`src/hw/core_pkg.sv`:
```
// Core-wide widths and types
`default_nettype none

package core_pkg;

    //////////////////////////////////////////////////
    // Widths
    localparam int XLEN = 32;
    localparam int REG_ADDR_W = 5;
    localparam int ID_W = 3;

    // Issue ID that wraps after 2**ID_W operations
    typedef logic [ID_W-1:0] id_t;

    typedef logic [REG_ADDR_W-1:0] reg_addr_t;

    //////////////////////////////////////////////////
    // Operations
    typedef enum logic [3:0] {
        OP_ADD,
        OP_SUB,
        OP_SLL,
        OP_SLT,
        OP_SLTU,
        OP_XOR,
        OP_SRL,
        OP_SRA,
        OP_OR,
        OP_AND,
        // Passes operand b through for LUI
        OP_PASS_B,
        OP_MUL,
        OP_MULH,
        OP_MULHSU,
        OP_MULHU
    } core_op_t;

    // True for operations handled by the multiplier
    function automatic logic is_mul_op(core_op_t op);
        logic result;
        result = op inside {OP_MUL, OP_MULH, OP_MULHSU, OP_MULHU};
        return result;
    endfunction

endpackage

`default_nettype wire

```
`src/hw/register_file.sv`:
```
// Integer register file
`timescale 1ns/1ps
`default_nettype none

module register_file (
    input  wire logic                          clk,
    input  wire logic                          rst_n,
    input  core_pkg::reg_addr_t                rs1_addr,
    input  core_pkg::reg_addr_t                rs2_addr,
    output logic [core_pkg::XLEN-1:0]          rs1_data,
    output logic [core_pkg::XLEN-1:0]          rs2_data,
    input  wire logic                          wr_en,
    input  core_pkg::reg_addr_t                wr_addr,
    input  wire logic [core_pkg::XLEN-1:0]     wr_data
);
    import core_pkg::*;

    localparam int NUM_REGS = 2**REG_ADDR_W;

    logic [XLEN-1:0] regs [NUM_REGS];

    // x0 is never written, so it keeps its reset value
    always_ff @(posedge clk) begin
        if (!rst_n) begin
            for (int i = 0; i < NUM_REGS; i++) begin
                regs[i] <= '0;
            end
        end else if (wr_en && (wr_addr != '0)) begin
            regs[wr_addr] <= wr_data;
        end
    end

    assign rs1_data = regs[rs1_addr];
    assign rs2_data = regs[rs2_addr];

    a_wr_addr_known: assert property (@(posedge clk) disable iff (!rst_n)
        wr_en |-> !$isunknown(wr_addr));

endmodule

`default_nettype wire

```
`config.mk`:
```
export PLATFORM = sky130hd
export DESIGN_NAME = register_file
export DESIGN_NICKNAME = d
export VERILOG_FILES = /design/src/hw/core_pkg.sv /design/src/hw/register_file.sv
export SDC_FILE = /design/constraint.sdc
export NUM_CORES = 2
export LEC_CHECK = 0
export BUFFER_PORTS_ARGS = -buffer_cell sky130_fd_sc_hd__buf_2
export CAP_MARGIN = 15
export CELL_PAD_IN_SITES_DETAIL_PLACEMENT = 1
export CELL_PAD_IN_SITES_GLOBAL_PLACEMENT = 1
export CORE_MARGIN = 4
export CORE_UTILIZATION = 36
export CTS_CLUSTER_DIAMETER = 200
export CTS_CLUSTER_SIZE = 12
export DETAILED_ROUTE_END_ITERATION = 16
export GPL_ROUTABILITY_DRIVEN = 0
export PLACE_DENSITY_LB_ADDON = 0.1
export SLEW_MARGIN = 20
export SYNTH_ARGS = -nofsm -noshare
export SYNTH_HDL_FRONTEND = slang
export SYNTH_SLANG_ARGS = --single-unit
```
`constraint.sdc`:
```
create_clock -name clk -period 6.3 [get_ports clk]
set_clock_uncertainty 0.15 [all_clocks]
set_input_delay 1.575 -clock clk [delete_from_list [all_inputs] [get_ports clk]]
set_output_delay 1.575 -clock clk [all_outputs]
set_load 0.02 [all_outputs]
```
== Yosys cells after proc, flatten, opt, wreduce, memory -nomap -nowiden ==
Memories as Yosys holds them, arrays and structs flattened.
Cells that the tools add are included.
Widths: inputs -> output; s select.

* Bits in registers: 0
* Bits in writable memories: 1024
* Bits of input ports: 50
* Output and inout bits: 64
* Word-level logic and storage cells: 11
* Memories: 1

* Multiplexer cells: 7
* Reductions and logical operators: 3

{| class="wikitable"
|+ Memories
! memory !! words !! bits a word !! rd ports !! clocked after memory_dff !! wr ports !! RTL line !! RTL
|-
| regs || 32 || 32 || 2 || 0 || 32 || register_file.sv:20 || <nowiki>logic [XLEN-1:0] regs [NUM_REGS];</nowiki>
|}

{| class="wikitable"
|+ Operator list
! kind !! count
|-
| $mux 32 || 1
|-
| $reduce_or 32->1 || 1
|-
| $mux 1 || 5
|-
| $mux 5 || 1
|-
| $reduce_bool 5->1 || 1
|-
| $logic_and 1x1->1 || 1
|}

== Longest topological paths before layout ==
* Depth in word-level cells: 7
* Depth in mapped cells: 8
* Mapped depth without buffers: 5

== Worst setup path after synthesis ==
No wires, ideal clock.

* Kind: in2reg
* Start point: in rst_n
* End point: mem regs[24][0] (enable)
* Arrival time: 4461 ps
* Data required time: 5684 ps
* Path slack: 1224 ps
* Cell stages on the path: 4
* Path buffers: 1
* Cell sequence: nand2_1 or3_4 buf_6 o21ai_0

{| class="wikitable"
|+ RTL lines
! element !! RTL line !! RTL
|-
| start, declared || register_file.sv:7 || <nowiki>input wire logic rst_n,</nowiki>
|-
| end, declared || register_file.sv:20 ||
|}

== Final worst setup path ==
* Start point: in rs1_addr[0]
* End point: out rs1_data[21] in the netlist's numbering

* Cells in the longest elaborated chain, start to end: 1

{| class="wikitable"
|+ Ends and longest elaborated chain
! element !! RTL line !! RTL
|-
| start, declared || register_file.sv:8 || <nowiki>input core_pkg::reg_addr_t rs1_addr,</nowiki>
|-
| $mem_v2 32x32 || -- ||
|-
| end, declared || register_file.sv:10 || <nowiki>output logic [core_pkg::XLEN-1:0] rs1_data,</nowiki>
|}

No other way between the ends.

==> qor.yml <==
outcome:
  status: "completed"
power_and_ir_drop:
  p_comb_share_pct: 13.8
  powerDensity_nw_per_um2: 250
  clockPowerShare_pct: 34.3
  ir_drop_uv: 215
  switching_share_pct: 27.8
  power_frac_seq_pct: 51.8
  p_total_mw: 15.6
  p_switching_mw: 4.33
  p_leak_nw: 24.0
  internal_power_mw: 11.2
global_routing:
  grt_pass1_wl_um: 316000
  grt-ovfl-total: 0
  antenna_found_initial: 20
  grt_max_degree: 69
  track_usage_pct: 27.5
  grt_pass1_vias: 40500
floorplanning:
  start_util_pct: 36.2
  fp.dieH_um: 401
  die-area_um2: 161000
  fp-row-count: 144
  ios: 114
  core_region_area_um2: 154000
  die_width_um: 401
timing:
  finalHoldViolCount: 0
  report.final.setup_viol: 0
  tightest_slew_ns: 1.20
  period_minus_slack_ns: 5.54
  whs_ns: 1.32
  slew_headroom_pct: 19.4
  fmax_ghz: 0.181
  timing.final.crit_share_pct: 87.9
  final-max-slew-violation-count: 0
  finalSetupTns_ns: 0
  rsz0062_at_grt: "false"
clock_network:
  cts_buffers: 95
  cts_hold_buf: 0
  htree_levels: 3
  cts_root_buf: "clkbuf_16"
  clk_path_buf_depth: 3
  clk_pin_slew_worst_paths_ns: 0.07
  cts_resized: 0
  cts_tree: "built"
  clock-sinks: 1024
  post-cts-setup-buffer-count: 0
synthesis:
  synth_cell_types: 32
  yosys_warnings: 0
  avgSynthCellArea_um2: 12.1
  synth_top_cell_area_share_pct: 55.2
  synth_area_um2: 55700
  synth_ff_type: "edfxtp_1"
  synth_cells: 4609
  ys_seq_area_share_pct: 55.2
  synth-async-reset-ratio_pct: 0
  synth_common_cells: "1,024 x edfxtp_1, 1,024 x mux2i_1, 994 x and2_1"
  synth_edf_count: 1024
  synth_top_cell_by_area: "edfxtp_1"
  synth_area_leaders: "edfxtp_1 55%, mux2i_1 18%, and2_1 11%"
  ys_seq_elements: 1024
cells_and_area:
  synthToLayoutAreaGrowth_pct: 11.9
  layout.nets: 4650
  utilization_pct: 40.5
  design_area_um2: 62300
  largest_reg_flops: 1024
  drive_gt1_share_pct: 10.8
  largest-register: "regs"
  reg_top3: "regs: 1024 flops"
routing:
  drc: 0
  viasPerCell: 5.85
  wire_per_inst_um: 34.2
  drtIter0Drc: 3316
  wl_um: 228000
  num_vias: 39000
  antenna_left: 0
  dr.pass1.iters: 5
critical_path:
  cp_max_fo: 33
  critPathLaunchType: "input port"
  endpoint_kind: "output port"
  critPathRequiredTime_ns: 4.58
  cp_data_arrival_time_ns: 3.81
  crit_type: "input port to output port"
placement:
  dp_hpwl_um: 139000
  place_area_um2: 59800
  numPortBuffers: 113
flow_run:
  maxCapViolCount: 0
worst_hold_path:
  min_path_type: "input port to flip-flop"
worst max-delay path, cell delays in order:
cell and delay, ns:
buf_2 0.21, nor2b_4 0.22, buf_4 0.37, buf_4 0.55
a22oi_1 0.20, a31oi_1 0.27, nand3_1 0.16, buf_2 0.20
path summary, 6_finish.rpt:
path	endpoint	slack, ns	start	cells past startpoint
worst max-delay path	rs1_data[21]	0.76	rs1_addr[0]	8
worst min-delay path	regs[9][6]	1.32	wr_data[6]	2
cell usage in the layout (no fill, tap or decap), types with 2 or more instances in the layout:
cell type / count
nor3_1: 64
nand3_1: 193
o21ai_4: 31
mux2i_1: 1024
nand2b_2: 3
buf_4: 135
a22oi_1: 192
nand2_1: 194
buf_12: 61
nor2_1: 2
and2_4: 2
buf_8: 3
edfxtp_1: 1024
diode_2: 7
or2_2: 2
nand3b_1: 3
buf_16: 3
nand2_2: 3
a22o_1: 128
a21oi_1: 192
nor2b_4: 4
clkbuf_16: 95
buf_2: 111
conb_1: 32
inv_6: 6
a31oi_1: 64
and2_1: 992
or3b_1: 2
nor2_4: 33
power groups by stage:
stage | combinational [mW] | clock, mW | sequential (mW)
after floorplan | 1.23 | 0 | 8.17
after global placement | 2.14 | 0 | 8.19
after detailed placement | 2.15 | 0 | 8.21
after CTS | 2.16 | 5.45 | 8.06
after global routing | 2.27 | 5.69 | 8.11
final | 2.16 | 5.35 | 8.07
through the flow:
stage | setup slack (ns) | cells
after detailed placement | 0.785 | 6547
after global placement | 0.760 | 6542
after floorplan | 1.22 | 4640
final | 0.762 | 6657
after global routing | 0.717 | 6650
after CTS | 0.776 | 6650
routing by layer:
layer / GRT usage, % / vias to the layer above / routed length (µm)
li1: - / 16800 / -
met2: 45.1 / 1161 / 107000
met3: 3.53 / 311 / 12700
met5: 0.416 / - / 0
met1: 38.0 / 20700 / 101000
met4: 8.31 / 0 / 7190
area by class of cell:
class / count / area [µm²]
clock inverters: 8 / 98.8
clock buffers: 95 / 2380
well taps: 2044 / 2560
multi-input cells: 3165 / 23600
diodes: 7 / 17.5
inverters: 1 / 3.75
repair buffers: 313 / 2920
flip-flops and latches: 1024 / 30700
fillers: 16100 / 91500
cells by family (layout without fill, tap and decap cells):
family | after synthesis | count (layout) | synth area share [%]
simple gates | 1502 | 1502 | 15.4
mux | 1024 | 1024 | 18.4
flops | 1024 | 1024 | 55.2
compound gates | 607 | 607 | 7.32
buf+inv | 451 | 417 | 3.71
other cells | 1 | 39 | 0.00673
(Power assumes the default switching activity.)
