==> config.mk <==
export PLATFORM = sky130hd
export DESIGN_NAME = writeback_flat
export DESIGN_NICKNAME = d
export VERILOG_FILES = /design/src/hw/core_pkg.sv /design/src/hw/unit_wb_if.sv /design/src/hw/writeback.sv /design/src/flat_wrapper.sv
export SDC_FILE = /design/constraint.sdc
export NUM_CORES = 1
export LEC_CHECK = 0
export ABC_AREA = 0
export BUFFER_PORTS_ARGS = -buffer_cell sky130_fd_sc_hd__buf_4
export CORE_ASPECT_RATIO = 0.9
export CORE_MARGIN = 5
export CORE_UTILIZATION = 34
export DETAILED_ROUTE_END_ITERATION = 8
export PLACE_DENSITY = 0.84
export SLEW_MARGIN = 20
export SYNTH_ARGS = -nofsm -noshare
export SYNTH_HDL_FRONTEND = slang
export SYNTH_SLANG_ARGS = --single-unit
==> constraint.sdc <==
create_clock -name clk -period 1.2 [get_ports clk]
set_input_delay 0.24 -clock clk [delete_from_list [all_inputs] [get_ports clk]]
set_output_delay 0.24 -clock clk [all_outputs]
set_load 0.03 [all_outputs]
==> src/hw/core_pkg.sv <==
// Core-wide widths and types
`default_nettype none

package core_pkg;

    //////////////////////////////////////////////////
    // Widths
    localparam int XLEN = 32;
    localparam int REG_ADDR_W = 5;
    localparam int ID_W = 3;

    // Issue ID that wraps after 2**ID_W operations
    typedef logic [ID_W-1:0] id_t;

    typedef logic [REG_ADDR_W-1:0] reg_addr_t;

    //////////////////////////////////////////////////
    // Operations
    typedef enum logic [3:0] {
        OP_ADD,
        OP_SUB,
        OP_SLL,
        OP_SLT,
        OP_SLTU,
        OP_XOR,
        OP_SRL,
        OP_SRA,
        OP_OR,
        OP_AND,
        // Passes operand b through for LUI
        OP_PASS_B,
        OP_MUL,
        OP_MULH,
        OP_MULHSU,
        OP_MULHU
    } core_op_t;

    // True for operations handled by the multiplier
    function automatic logic is_mul_op(core_op_t op);
        logic result;
        result = op inside {OP_MUL, OP_MULH, OP_MULHSU, OP_MULHU};
        return result;
    endfunction

endpackage

`default_nettype wire

==> src/hw/unit_wb_if.sv <==
// Unit result path to writeback
`timescale 1ns/1ps
`default_nettype none

interface unit_wb_if;
    import core_pkg::*;

    logic valid;
    id_t id;
    reg_addr_t rd;
    logic [XLEN-1:0] data;

    modport source (
        output valid, id, rd, data
    );

    modport sink (
        input valid, id, rd, data
    );

endinterface

`default_nettype wire

==> src/hw/writeback.sv <==
// Result merge and retire
`timescale 1ns/1ps
`default_nettype none

module writeback (
    input  wire logic                      clk,
    input  wire logic                      rst_n,
    unit_wb_if.sink                        alu_wb,
    unit_wb_if.sink                        mul_wb,
    output logic                           wr_en,
    output core_pkg::reg_addr_t            wr_addr,
    output logic [core_pkg::XLEN-1:0]      wr_data,
    output logic                           retire_valid,
    output core_pkg::id_t                  retire_id,
    output core_pkg::reg_addr_t            retire_rd,
    output logic [core_pkg::XLEN-1:0]      retire_data
);
    import core_pkg::*;

    id_t wr_id;

    // At most one unit presents a result per cycle
    assign wr_en = alu_wb.valid | mul_wb.valid;
    assign wr_addr = alu_wb.valid ? alu_wb.rd : mul_wb.rd;
    assign wr_data = alu_wb.valid ? alu_wb.data : mul_wb.data;
    assign wr_id = alu_wb.valid ? alu_wb.id : mul_wb.id;

    always_ff @(posedge clk) begin
        if (!rst_n) begin
            retire_valid <= 1'b0;
        end else begin
            retire_valid <= wr_en;
        end
    end

    always_ff @(posedge clk) begin
        retire_id <= wr_id;
        retire_rd <= wr_addr;
        retire_data <= wr_data;
    end

    a_no_collision: assert property (@(posedge clk) disable iff (!rst_n)
        !(alu_wb.valid && mul_wb.valid));

endmodule

`default_nettype wire

==> src/flat_wrapper.sv <==
// flat-port wrapper written by rule: the top's interface ports become plain ports
module writeback_flat import core_pkg::*;
  (clk, rst_n, wr_en, wr_addr, wr_data, retire_valid, retire_id, retire_rd, retire_data, alu_wb_valid, alu_wb_id, alu_wb_rd, alu_wb_data, mul_wb_valid, mul_wb_id, mul_wb_rd, mul_wb_data);
  unit_wb_if alu_wb_i ();
  unit_wb_if mul_wb_i ();
  input  wire logic clk;
  input  wire logic rst_n;
  output logic wr_en;
  output core_pkg::reg_addr_t wr_addr;
  output logic [core_pkg::XLEN-1:0] wr_data;
  output logic retire_valid;
  output core_pkg::id_t retire_id;
  output core_pkg::reg_addr_t retire_rd;
  output logic [core_pkg::XLEN-1:0] retire_data;
  input wire logic [$bits(alu_wb_i.valid)-1:0] alu_wb_valid;
  input wire logic [$bits(alu_wb_i.id)-1:0] alu_wb_id;
  input wire logic [$bits(alu_wb_i.rd)-1:0] alu_wb_rd;
  input wire logic [$bits(alu_wb_i.data)-1:0] alu_wb_data;
  input wire logic [$bits(mul_wb_i.valid)-1:0] mul_wb_valid;
  input wire logic [$bits(mul_wb_i.id)-1:0] mul_wb_id;
  input wire logic [$bits(mul_wb_i.rd)-1:0] mul_wb_rd;
  input wire logic [$bits(mul_wb_i.data)-1:0] mul_wb_data;
  assign alu_wb_i.valid = alu_wb_valid;
  assign alu_wb_i.id = alu_wb_id;
  assign alu_wb_i.rd = alu_wb_rd;
  assign alu_wb_i.data = alu_wb_data;
  assign mul_wb_i.valid = mul_wb_valid;
  assign mul_wb_i.id = mul_wb_id;
  assign mul_wb_i.rd = mul_wb_rd;
  assign mul_wb_i.data = mul_wb_data;
  writeback u_core (.clk(clk), .rst_n(rst_n), .alu_wb(alu_wb_i), .mul_wb(mul_wb_i), .wr_en(wr_en), .wr_addr(wr_addr), .wr_data(wr_data), .retire_valid(retire_valid), .retire_id(retire_id), .retire_rd(retire_rd), .retire_data(retire_data));
endmodule
[Word level (Yosys, flattened, before mapping)]
Index checks and enable logic that the tools add are counted.
Storage, ports and cells
  output and inout port bits: 79
  memories kept: 0
  memory bits (writable): 0
  ROM bits: 0
  flip-flop bits (word level): 41
  bits in latches: 0
  logic and storage cells: 8
  input port bits: 84
Cells by class
  bitwise operators: 1
  multiply operators: 0
  shift operators: 0
  muxes and demuxes: 3
  div/mod/pow operators: 0
  reduce and logical (&&, ||, !) cells: 0
  magnitude comparators: 0
  add/sub/neg operators: 0
  eq/ne operators: 0
Operators by type and width (count)
  $mux W32: 1
  $mux W5: 1
  $mux W3: 1
  $or A1 B1 Y1: 1

[Depth between registers and ports, before layout]
  depth after elaboration: 1
  gate-level depth with buffers: 3
  mapped depth without buffers: 1

[Worst setup path after synthesis]
Ideal clock, no wire load.
  path type: input port to output port
  start: input port alu_wb_valid
  end: output port wr_en
  path slack: 0.078 ns
  arrival: 0.882 ns
  required time: 0.960 ns
  path buffers: 2
  stages: 3
  path through: buf_6 > buf_12 > or2_2
Between the ends
  cells in the longest elaborated chain, start to end: 1
Ends and longest elaborated chain
  start, declared: line flat_wrapper.sv:15  | input wire logic [$bits(alu_wb_i.valid)-1:0] alu_wb_valid;
  $or A1 B1 Y1: line writeback.sv:23  | assign wr_en = alu_wb.valid | mul_wb.valid;
  end, declared: line flat_wrapper.sv:8  | output logic wr_en;
No other way between the ends.

[Final worst setup path]
  start: input port alu_wb_valid
  end: output port wr_data[11] (netlist name)
Between the ends
  cells in the longest elaborated chain, start to end: 1
Ends and longest elaborated chain
  $mux W32: line writeback.sv:25  | assign wr_data = alu_wb.valid ? alu_wb.data : mul_wb.data;
  end, declared: line flat_wrapper.sv:10  | output logic [core_pkg::XLEN-1:0] wr_data;
No other way between the ends.

==> summary.md <==
| Metric | Value |
|---|---|
| Net switching power | 1.182 mW |
| Sequential-to-total area share from yosys stat | ~54% |
| Pint | about 2.9 mW |
| Post-synth design cell area | 1519 um^2 |
| Met2 track demand over resource | a little under a third |
| Antenna violations before repair | 0 |
| Result of the run | finished, violations left |
| Buffers from clock root to sink, at most | 2 |
| # setup viols final | 18 |
| Routed WL per cell | approximately 18 um |
| Max-slew violation count | 0 |
| DIE WIDTH | roughly 80 um |
| Clock sink count | 41 |
| Routing usage on met1 | between 10% and 20% |
| Commonest non-fill, non-tap cell in the layout | sky130_fd_sc_hd__buf_4 |
| Switch share | between 20% and 30% |
| Net count after synthesis | roughly 170 |
| Largest fanout on the critical path | 7 |
| End point of the most critical hold path | u_core.retire_valid |
| Actual slew at the worst max-slew pin | 0.1214 ns |
| Data arrival time of the critical path | 0.97 ns |
| Met3 GRT Util | under 10% |
| Overflow left after global routing | 0 |
| Total power of the final layout | approximately 4 mW |
| MaxCap Viol Count | 0 |
| Detailed Route WL | approximately 5.8 mm |
| Number of port buffers | between 150 and 200 |
| Ratio of routed vias to standard cells | 4.188 |
| Number of vias after detailed routing | roughly 1400 |
| Unique masters post-synth | 7 |
| # diodes | 0 |
| Setup repair after global routing missed its margin | yes |
| Final worst path period share | 101.2% |
| Power per Cell Area | around 1300 nW/um^2 |
| Launching element type of the critical path | input port |
| Number of standard-cell rows in the floorplan | 23 |
| Height of the die | 73.41 um |
| Worst min-delay path startpoint | rst_n |
| Minimum clock period | roughly 1.2 ns |
| CP Data Required Time | 0.96 ns |
| Initial Utilization | approximately 34% |
| Number of DRC markers in iteration 0 | 27 |
| Per-instance average area after synthesis | between 15 and 20 um^2 |
| Boundary Pins | approximately 160 |
| Violated checks | setup timing |
| Fraction of the core area covered by cells at the end of the flow | between 70% and 80% |
| Die Area | about 6000 um^2 |
| FF+latch count, synth | roughly 40 |
| Endpoints failing hold | 0 |
| Total leakage power | between 1.5 and 2 nW |
| Synth Warn # | 0 |
| Share of final-layout standard cells stronger than drive strength 1 | a little over four fifths |
| Cell depth of the worst hold path | 2 |
| Setup crit end kind | output pin |
| Proportion of power drawn by the clock network | roughly 28% |
| Most utilized layer in the global route result | met2 |
| H-tree depth | 2 |
| Highest-count cells in the layout ignoring fill and taps | sky130_fd_sc_hd__buf_4 (129), sky130_fd_sc_hd__dfxtp_1 (41), sky130_fd_sc_hd__mux2_4 (39), sky130_fd_sc_hd__buf_6 (37), sky130_fd_sc_hd__clkbuf_8 (6) |
| CTS clock-pin slew for the worst setup and hold paths | around 0.080 ns |
| Root buffer cell | sky130_fd_sc_hd__clkbuf_8 |
| Normalized max-slew margin | between 90% and 100% |
| Final antenna-violating net count | 0 |
| Gpl congestion | between 0.7 and 0.8 |
| Detailed placement HPWL | around 4.3 mm |
| Worst-case setup margin in the final layout | -0.01488 ns |
| DRC | 0 |
| Largest net degree at the start of global routing | 15 |
| Via count of the first global-routing pass | 1523 |
| Wire length of the first global-routing pass | 7.389 mm |
| Combinational group share of total power | 34.7% |
| Layout Area Growth over Synthesis | 113.3% |
| Clock buffers created by TritonCTS | 5 |
| Highest ir drop seen on vdd | around 0.00081 V |
| All-layer global routing usage | about 17% |
| Worst Path Class, Setup | in -> out |
| Clock tree from TritonCTS | yes |
| Final net count | 350 |
| Floorplan core area | approximately 4400 um^2 |
| Drt first pass iters | 4 |
| Reg power frac | between 30 and 40% |
| Hold/Removal Path Class | in -> reg |
| Post-Synthesis Cells | around 90 |
| Fmax achieved | between 800 and 900 MHz |
## through the flow
| step | area [um^2] | setup WS [ns] | instances | setup TNS, ns | hold slack (ns) |
|---|---|---|---|---|---|
| 5_1_grt | 3241 | -0.03248 | 329 | -0.4869 | 0.1656 |
| 4_1_cts | 3088 | -0.05782 | 323 | -0.8814 | 0.1567 |
| 3_3_place_gp | 2776 | -0.09984 | 311 | -2.946 | 0.4615 |
| 2_1_floorplan | 1519 | 0.07775 | 88 | 0 | 0.3502 |
| 3_5_place_dp | 2776 | -0.1084 | 311 | -3.120 | 0.4542 |
| 6_report | 3241 | -0.01488 | 329 | -0.1533 | 0.1660 |
## worst max path at each step
stage | cells after the start | endpoint | from | slack (ns)
after detailed placement | 4 | wr_data[0] | alu_wb_valid | -0.11
after global routing | 4 | wr_data[11] | alu_wb_valid | -0.03
after global placement | 4 | wr_addr[0] | alu_wb_valid | -0.1
final | 4 | wr_data[11] | alu_wb_valid | -0.01
after floorplan | 3 | wr_en | alu_wb_valid | 0.08
after CTS | 4 | wr_addr[3] | alu_wb_valid | -0.06
## routing by layer
metal	vias to the layer above	part of all wire, %
met2	85	55
met5	-	0
met3	6	13
met4	0	1.1
met1	628	31
li1	659	-
## sequential cells by signal, summed over array words and instances (netlist names)
signal,flops
u_core.retire_id,3
u_core.retire_data,32
u_core.retire_valid,1
u_core.retire_rd,5
## synth_stat cells
cell type | count | area [um^2]
sky130_fd_sc_hd__dfxtp_1 | 41 | 820.8
sky130_fd_sc_hd__mux2_4 | 38 | 570.6
sky130_fd_sc_hd__buf_12 | 4 | 80.08
sky130_fd_sc_hd__mux2_2 | 2 | 22.52
sky130_fd_sc_hd__buf_6 | 1 | 11.26
sky130_fd_sc_hd__o21a_1 | 1 | 7.510
sky130_fd_sc_hd__or2_2 | 1 | 6.260
## cells by family (layout without fill, tap and decap cells)
group	count (synthesis)	after routing	synth area share, %
AOI/OAI and AO/OA	1	1	0.4944
buffers and inverters	5	184	6.013
muxes	40	40	39.04
and+or+nand+nor	1	1	0.4121
DFF	41	41	54.04
## area by class of cell
cell class,count,area (um^2)
Timing Repair Buffer,176,1613
Fill cell,297,1162
Multi-Input combinational cell,42,613.1
Clock inverter,1,30.03
Sequential cell,41,820.8
Tap cell,62,77.57
Clock buffer,7,86.33
## worst max-delay path, stage by stage
cell	delay (ns)
sky130_fd_sc_hd__buf_16	0.13
sky130_fd_sc_hd__clkbuf_16	0.16
sky130_fd_sc_hd__mux2_4	0.31
sky130_fd_sc_hd__buf_6	0.14
## power groups by stage
stage	Clock (mW)	Sequential [mW]	Combinational, mW
2_1_floorplan	0	1.75	0.475
3_3_place_gp	0	1.53	1.23
3_5_place_dp	0	1.53	1.24
4_1_cts	1.18	1.50	1.34
5_1_grt	1.24	1.51	1.47
6_report	1.15	1.50	1.41
## repair_timing
action / CTS / global route
buffers inserted: 2 / 3
hold buffers: 0 / 0
gates resized for setup: 35 / 14
endpoints found under the setup margin: 37 / 36
cloned: 2 / 3
Note: power is estimated with default switching activity, not from simulation.
