--- src/hw/core_pkg.sv ---
// Core-wide widths and types
`default_nettype none

package core_pkg;

    //////////////////////////////////////////////////
    // Widths
    localparam int XLEN = 32;
    localparam int REG_ADDR_W = 5;
    localparam int ID_W = 3;

    // Issue ID that wraps after 2**ID_W operations
    typedef logic [ID_W-1:0] id_t;

    typedef logic [REG_ADDR_W-1:0] reg_addr_t;

    //////////////////////////////////////////////////
    // Operations
    typedef enum logic [3:0] {
        OP_ADD,
        OP_SUB,
        OP_SLL,
        OP_SLT,
        OP_SLTU,
        OP_XOR,
        OP_SRL,
        OP_SRA,
        OP_OR,
        OP_AND,
        // Passes operand b through for LUI
        OP_PASS_B,
        OP_MUL,
        OP_MULH,
        OP_MULHSU,
        OP_MULHU
    } core_op_t;

    // True for operations handled by the multiplier
    function automatic logic is_mul_op(core_op_t op);
        logic result;
        result = op inside {OP_MUL, OP_MULH, OP_MULHSU, OP_MULHU};
        return result;
    endfunction

endpackage

`default_nettype wire

--- src/hw/unit_issue_if.sv ---
// Issue path to an execution unit
`timescale 1ns/1ps
`default_nettype none

interface unit_issue_if;
    import core_pkg::*;

    // One-cycle strobe per issued operation
    logic valid;
    core_op_t op;
    logic [XLEN-1:0] a;
    logic [XLEN-1:0] b;
    id_t id;
    reg_addr_t rd;

    modport issuer (
        output valid, op, a, b, id, rd
    );

    modport unit (
        input valid, op, a, b, id, rd
    );

endinterface

`default_nettype wire

--- src/hw/unit_wb_if.sv ---
// Unit result path to writeback
`timescale 1ns/1ps
`default_nettype none

interface unit_wb_if;
    import core_pkg::*;

    logic valid;
    id_t id;
    reg_addr_t rd;
    logic [XLEN-1:0] data;

    modport source (
        output valid, id, rd, data
    );

    modport sink (
        input valid, id, rd, data
    );

endinterface

`default_nettype wire

--- src/hw/mul_unit.sv ---
// Pipelined signed/unsigned multiplier
`timescale 1ns/1ps
`default_nettype none

module mul_unit #(
    parameter int MUL_LATENCY = 3
) (
    input  wire logic  clk,
    input  wire logic  rst_n,
    unit_issue_if.unit issue,
    unit_wb_if.source  wb
);
    import core_pkg::*;

    logic signed [XLEN:0] a_ext;
    logic signed [XLEN:0] b_ext;
    logic signed [2*XLEN+1:0] product;
    logic [MUL_LATENCY-1:0] valid_q;
    logic [MUL_LATENCY-1:0] hi_q;
    logic [2*XLEN-1:0] prod_q [MUL_LATENCY];
    id_t id_q [MUL_LATENCY];
    reg_addr_t rd_q [MUL_LATENCY];

    // Operand a is signed for MULH and MULHSU, b only for MULH
    assign a_ext = {(issue.op inside {OP_MULH, OP_MULHSU}) & issue.a[XLEN-1], issue.a};
    assign b_ext = {(issue.op == OP_MULH) & issue.b[XLEN-1], issue.b};
    assign product = (2*XLEN+2)'(a_ext) * (2*XLEN+2)'(b_ext);

    always_ff @(posedge clk) begin
        if (!rst_n) begin
            valid_q <= '0;
        end else begin
            valid_q <= {valid_q[MUL_LATENCY-2:0], issue.valid};
        end
    end

    //////////////////////////////////////////////////
    // Pipeline stages
    always_ff @(posedge clk) begin
        prod_q[0] <= product[2*XLEN-1:0];
        hi_q[0] <= (issue.op != OP_MUL);
        id_q[0] <= issue.id;
        rd_q[0] <= issue.rd;
        for (int i = 1; i < MUL_LATENCY; i++) begin
            prod_q[i] <= prod_q[i-1];
            hi_q[i] <= hi_q[i-1];
            id_q[i] <= id_q[i-1];
            rd_q[i] <= rd_q[i-1];
        end
    end

    assign wb.valid = valid_q[MUL_LATENCY-1];
    assign wb.id = id_q[MUL_LATENCY-1];
    assign wb.rd = rd_q[MUL_LATENCY-1];
    assign wb.data = hi_q[MUL_LATENCY-1] ? prod_q[MUL_LATENCY-1][2*XLEN-1:XLEN]
                                         : prod_q[MUL_LATENCY-1][XLEN-1:0];

    a_only_mul: assert property (@(posedge clk) disable iff (!rst_n)
        issue.valid |-> is_mul_op(issue.op));

endmodule

`default_nettype wire

--- src/flat_wrapper.sv ---
// flat-port wrapper written by rule: the top's interface ports become plain ports
module mul_unit_flat import core_pkg::*;
#(
    parameter int MUL_LATENCY = 3
)
  (clk, rst_n, issue_valid, issue_op, issue_a, issue_b, issue_id, issue_rd, wb_valid, wb_id, wb_rd, wb_data);
  unit_issue_if issue_i ();
  unit_wb_if wb_i ();
  input  wire logic clk;
  input  wire logic rst_n;
  input wire logic [$bits(issue_i.valid)-1:0] issue_valid;
  input wire logic [$bits(issue_i.op)-1:0] issue_op;
  input wire logic [$bits(issue_i.a)-1:0] issue_a;
  input wire logic [$bits(issue_i.b)-1:0] issue_b;
  input wire logic [$bits(issue_i.id)-1:0] issue_id;
  input wire logic [$bits(issue_i.rd)-1:0] issue_rd;
  output wire logic [$bits(wb_i.valid)-1:0] wb_valid;
  output wire logic [$bits(wb_i.id)-1:0] wb_id;
  output wire logic [$bits(wb_i.rd)-1:0] wb_rd;
  output wire logic [$bits(wb_i.data)-1:0] wb_data;
  assign issue_i.valid = issue_valid;
  assign issue_i.op = issue_op;
  assign issue_i.a = issue_a;
  assign issue_i.b = issue_b;
  assign issue_i.id = issue_id;
  assign issue_i.rd = issue_rd;
  assign wb_valid = wb_i.valid;
  assign wb_id = wb_i.id;
  assign wb_rd = wb_i.rd;
  assign wb_data = wb_i.data;
  mul_unit #(.MUL_LATENCY(MUL_LATENCY)) u_core (.clk(clk), .rst_n(rst_n), .issue(issue_i), .wb(wb_i));
endmodule
--- config.mk ---
export PLATFORM = sky130hd
export DESIGN_NAME = mul_unit_flat
export DESIGN_NICKNAME = d
export VERILOG_FILES = /design/src/hw/core_pkg.sv /design/src/hw/unit_issue_if.sv /design/src/hw/unit_wb_if.sv /design/src/hw/mul_unit.sv /design/src/flat_wrapper.sv
export SDC_FILE = /design/constraint.sdc
export NUM_CORES = 2
export LEC_CHECK = 0
export ABC_AREA = 1
export ABC_CLOCK_PERIOD_IN_PS = 22200
export BUFFER_PORTS_ARGS = -buffer_cell sky130_fd_sc_hd__buf_2
export CAP_MARGIN = 40
export CORE_MARGIN = 5
export CORE_UTILIZATION = 55
export CTS_CLUSTER_DIAMETER = 200
export CTS_CLUSTER_SIZE = 12
export DETAILED_ROUTE_END_ITERATION = 7
export GPL_TIMING_DRIVEN = 0
export HOLD_SLACK_MARGIN = 0.1
export PLACE_DENSITY = 0.75
export SKIP_CTS_REPAIR_TIMING = 1
export SKIP_LAST_GASP = 1
export SLEW_MARGIN = 20
export SYNTH_ARGS = -nofsm -noshare
export SYNTH_HDL_FRONTEND = slang
export SYNTH_SLANG_ARGS = --single-unit
--- constraint.sdc ---
create_clock -name clk -period 22.2 [get_ports clk]
set_clock_uncertainty 0.2 [all_clocks]
set_input_delay 0 -clock clk [delete_from_list [all_inputs] [get_ports clk]]
set_output_delay 0 -clock clk [all_outputs]
set_load 0.1 [all_outputs]
* Yosys cells after proc, flatten, opt, wreduce, memory -nomap -nowiden
Memories as Yosys holds them, arrays and structs flattened.
Index checks and enable logic that the tools add are counted.
** Storage, ports and cells
- Register bits :: 6
- Bits in latches :: 0
- Memory bits (writable) :: 216
- Bits in read-only memories :: 0
- Input port bits :: 79
- Output and inout bits :: 41
- Word-level logic and storage cells :: 13
- Memories :: 3
** Cells by class
- Add/subtract/negate cells :: 0
- Multipliers :: 1
- Divide/modulo/power cells :: 0
- Magnitude comparators :: 0
- Eq/ne operators :: 3
- Shift operators :: 0
- Muxes and demuxes :: 1
- Bitwise logic cells :: 2
- Reductions and logical operators :: 1
** Memories
- u_core.prod_q :: words 3, bits a word 64, rd ports 3, clocked after Yosys merged registers in 0, write ports 3, RTL line mul_unit.sv:20 : logic [2*XLEN-1:0] prod_q [MUL_LATENCY];
- u_core.rd_q :: words 3, bits a word 5, rd ports 3, clocked after Yosys merged registers in 0, write ports 3, RTL line mul_unit.sv:22 : reg_addr_t rd_q [MUL_LATENCY];
- u_core.id_q :: words 3, bits a word 3, rd ports 3, clocked after Yosys merged registers in 0, write ports 3, RTL line mul_unit.sv:21 : id_t id_q [MUL_LATENCY];
** Operator list (count)
- 33-bit by 33-bit multiplier with 64-bit output :: 1
- 32-bit two-way mux :: 1
- 4-bit == test, second input constant :: 2
- 4-bit != test, second input constant :: 1
- 1-bit bitwise AND :: 2
- 2-bit nonzero test :: 1

* Depth between registers and ports, before layout
- Depth in word-level cells :: 4
- Mapped depth :: 33

* Least setup slack after synthesis
Ideal clock, no wire load.
- Kind :: in2reg
- From :: input issue_op[1]
- To :: memory u_core.prod_q[0][56] (netlist bit)
- Library setup time :: 122 ps
- Arrival time :: 7000 ps
- Data required time :: 21878 ps
- Path slack :: 14878 ps
- Stages :: 26
- Cell sequence :: inv_1 > nand3_2 > clkbuf_1 > nor2_1 > fa_1 > inv_1 > fa_1 > inv_1 > fa_1 > inv_1 > fa_1 > inv_1 > fa_1 > fa_1 > inv_1 > fa_1 > fa_1 > inv_1 > ha_1 > inv_1 > o21ai_0 > or2_2 > o21bai_1 > a21oi_1 > nand3_1 > xor2_1
** RTL lines
- start, declared :: RTL line flat_wrapper.sv:12 : input wire logic [$bits(issue_i.op)-1:0] issue_op;
- end, declared :: RTL line mul_unit.sv:20

==> results.toml <==
[run_status]
status = "completed"

[timing]
relSlewSlack = 0.3601
maxSlewViolCount = 0
setup_viol = 0
rsz0062_at_grt = "no"
tns_ps = 0
tightest_slew_ps = 959.9
finalHoldViolCount = 0
fin_crit_ps = 9915
timing.final.crit_share = 0.4466
fmax_ghz = 0.1009

[finish]
areaGrowthSynthToFinish_pct = 8.485
nFillCells = 7326
final_nets = 6866
drive_above_1_share = 0.06165

[critical_path]
rrSetupSlack_ps = 21490
required_ps = 22400
critPathMaxFanout = 11
end_kind = "flop"
critical_path_class = "primary input to flop"
crit_path_start_kind = "primary input"
worstPathArrival_ps = 10110

[grt]
first_global_vias = 38010
antenna_found_initial = 9
grt_max_degree = 26
track_usage = 0.4008
grt_pass1_wl_um = 248800
grt.overflow.total = 0

[clocking]
cts_inserted_buffers = 22
path_clk_slew_ps = 60
clock_latency_ps = 500
htree_num_levels = 1
clockRootBuffer = "clkbuf_16"
cts_tree = "yes"
clkSinkCount = 222
clk_path_buf_depth = 3

[synth]
synth_area_per_cell_um2 = 8.537
netlist_instances = 5225
netlist_area_mm2 = 0.04461
yosys_register_bits = 222
synth_nets = 6641
yosysSeqAreaShare = 0.09963
synth.distinct_cells = 42
yosys_warnings = 0

[die]
die_area_mm2 = 0.08690
die_w_um = 294.8
core_area_mm2 = 0.08042
pin_count = 120
core.rowCount = 104
start_util = 0.5547
die_h_um = 294.8

[placement]
port_buffers = 76
gp_congestion = 1.096
dp_hpwl_um = 147900

[run]
cap_violations = 0

[route]
vias_per_cell = 5.457
routedWlPerCell_um = 26.25
route.detailed.drc = 0
drt_iter0_drc = 3535
vias = 35540
drt_pass1_iterations = 5
ant_nets = 0
wirelength_um = 170900

[min_path]
hold_class = "flop to flop"
## flip-flops by register name, summed over array words and instances (netlist names)
name / cells
u_core.id_q: 9
u_core.rd_q: 15
u_core.valid_q: 3
u_core.hi_q: 3
u_core.prod_q: 192
## cell usage in the layout (no fill, tap or decap), types with 30 or more instances in the layout
master	count
clkbuf_1	228
fa_1	1124
ha_1	212
nor2_1	147
o21ai_0	46
nor2_2	30
buf_2	77
buf_6	69
mux2_2	32
nand3_1	65
a21oi_1	87
inv_1	1567
xor2_1	39
nand2_1	1277
dfxtp_1	222
## worst paths after layout
kind / startpoint / depth (start not counted) / to
max: issue_op[3] / 28 / u_core.prod_q[0][57]
min: u_core.prod_q[0][46] / 0 / u_core.prod_q[0][110]
max reg2reg: u_core.valid_q[0] / 2 / u_core.valid_q[1]
min reg2reg: u_core.prod_q[0][46] / 0 / u_core.prod_q[0][110]
## metal layers
metal  GRT usage  vias up  share of wire
li1            -    14890              -
met1      0.5201    17980           0.37
met2      0.6180     2118           0.44
met3      0.1020      543           0.11
met4      0.2267       10          0.076
met5           0        -        0.00040
## stage by stage
step	hold slack, ps	setup slack (ps)	util	std cells	area [um^2]
4_1_cts	-617.4	12940	0.5973	6476	48030
5_1_grt	106.3	11920	0.6017	6511	48390
3_5_place_dp	-96.41	12440	0.5902	6452	47460
3_3_place_gp	-98.15	12340	0.5759	6361	46310
2_1_floorplan	-172.3	14880	-	5225	44610
6_report	110.1	12280	0.6018	6513	48390
## worst max-delay path, stage by stage
cell	delay [ps]
dlygate4sd3_1	510
buf_2	120
nand3_2	420
nor2_1	460
clkbuf_1	710
nand2_1	400
fa_1	790
fa_1	770
inv_1	140
fa_1	500
inv_1	80
fa_1	880
inv_1	450
fa_1	570
fa_1	560
inv_1	50
fa_1	450
fa_1	520
inv_1	50
ha_1	440
nand2_1	110
nor2_1	340
nand2_1	190
nor2_1	170
nand2_1	70
o21bai_1	180
nand3_1	110
nand2_1	60
## cell families after synthesis
group,count (synthesis),synth area share
AOI/OAI and AO/OA,168,0.02053
muxes,32,0.008078
DFF,222,0.09963
buffers and inverters,1827,0.1544
and+or+nand+nor,1585,0.1424
xor gates and xnor gates,54,0.01060
adders and majority gates,1337,0.5643
## cell usage after synthesis (all sizes together)
| cell | number | area share |
|---|---|---|
| and3 | 1 | 0.00014 |
| o211ai | 2 | 0.00045 |
| a21boi | 1 | 0.00017 |
| inv | 1575 | 0.13 |
| o21bai | 12 | 0.0020 |
| clkbuf | 238 | 0.020 |
| nand4 | 9 | 0.0013 |
| nand2 | 1294 | 0.11 |
| or2 | 10 | 0.0014 |
| nand3 | 72 | 0.0089 |
| ha | 212 | 0.059 |
| and2 | 1 | 0.00014 |
| mux2 | 32 | 0.0081 |
| fa | 1125 | 0.50 |
| nand3b | 4 | 0.00067 |
| dfxtp | 222 | 0.10 |
| nor4b | 1 | 0.00034 |
| o21ai | 54 | 0.0061 |
| xnor2 | 15 | 0.0029 |
| nor2 | 179 | 0.017 |
| nor3 | 12 | 0.0020 |
| xor2 | 39 | 0.0077 |
| nor4 | 2 | 0.00062 |
| a21o | 5 | 0.00084 |
| a21oi | 89 | 0.010 |
| o21a | 2 | 0.00034 |
| buf | 14 | 0.0019 |
| a31oi | 3 | 0.00042 |
## final cells by class
class | instances | area [um^2] | share of cell area
Clock inverter | 2 | 25.02 | 0.0005171
Sequential cell | 222 | 4444 | 0.09184
Clock buffer | 22 | 550.5 | 0.01138
Tap cell | 1060 | 1326 | 0.02741
Multi-Input combinational cell | 3176 | 33280 | 0.6876
Buffer | 252 | 989.7 | 0.02045
Inverter | 1575 | 5912 | 0.1222
Antenna cell | 3 | 7.507 | 0.0001551
Timing Repair Buffer | 201 | 1861 | 0.03845
Power is left out: the tool's default activity adds up to more than one toggle a clock period on the data nets, which glitch-free logic cannot reach.
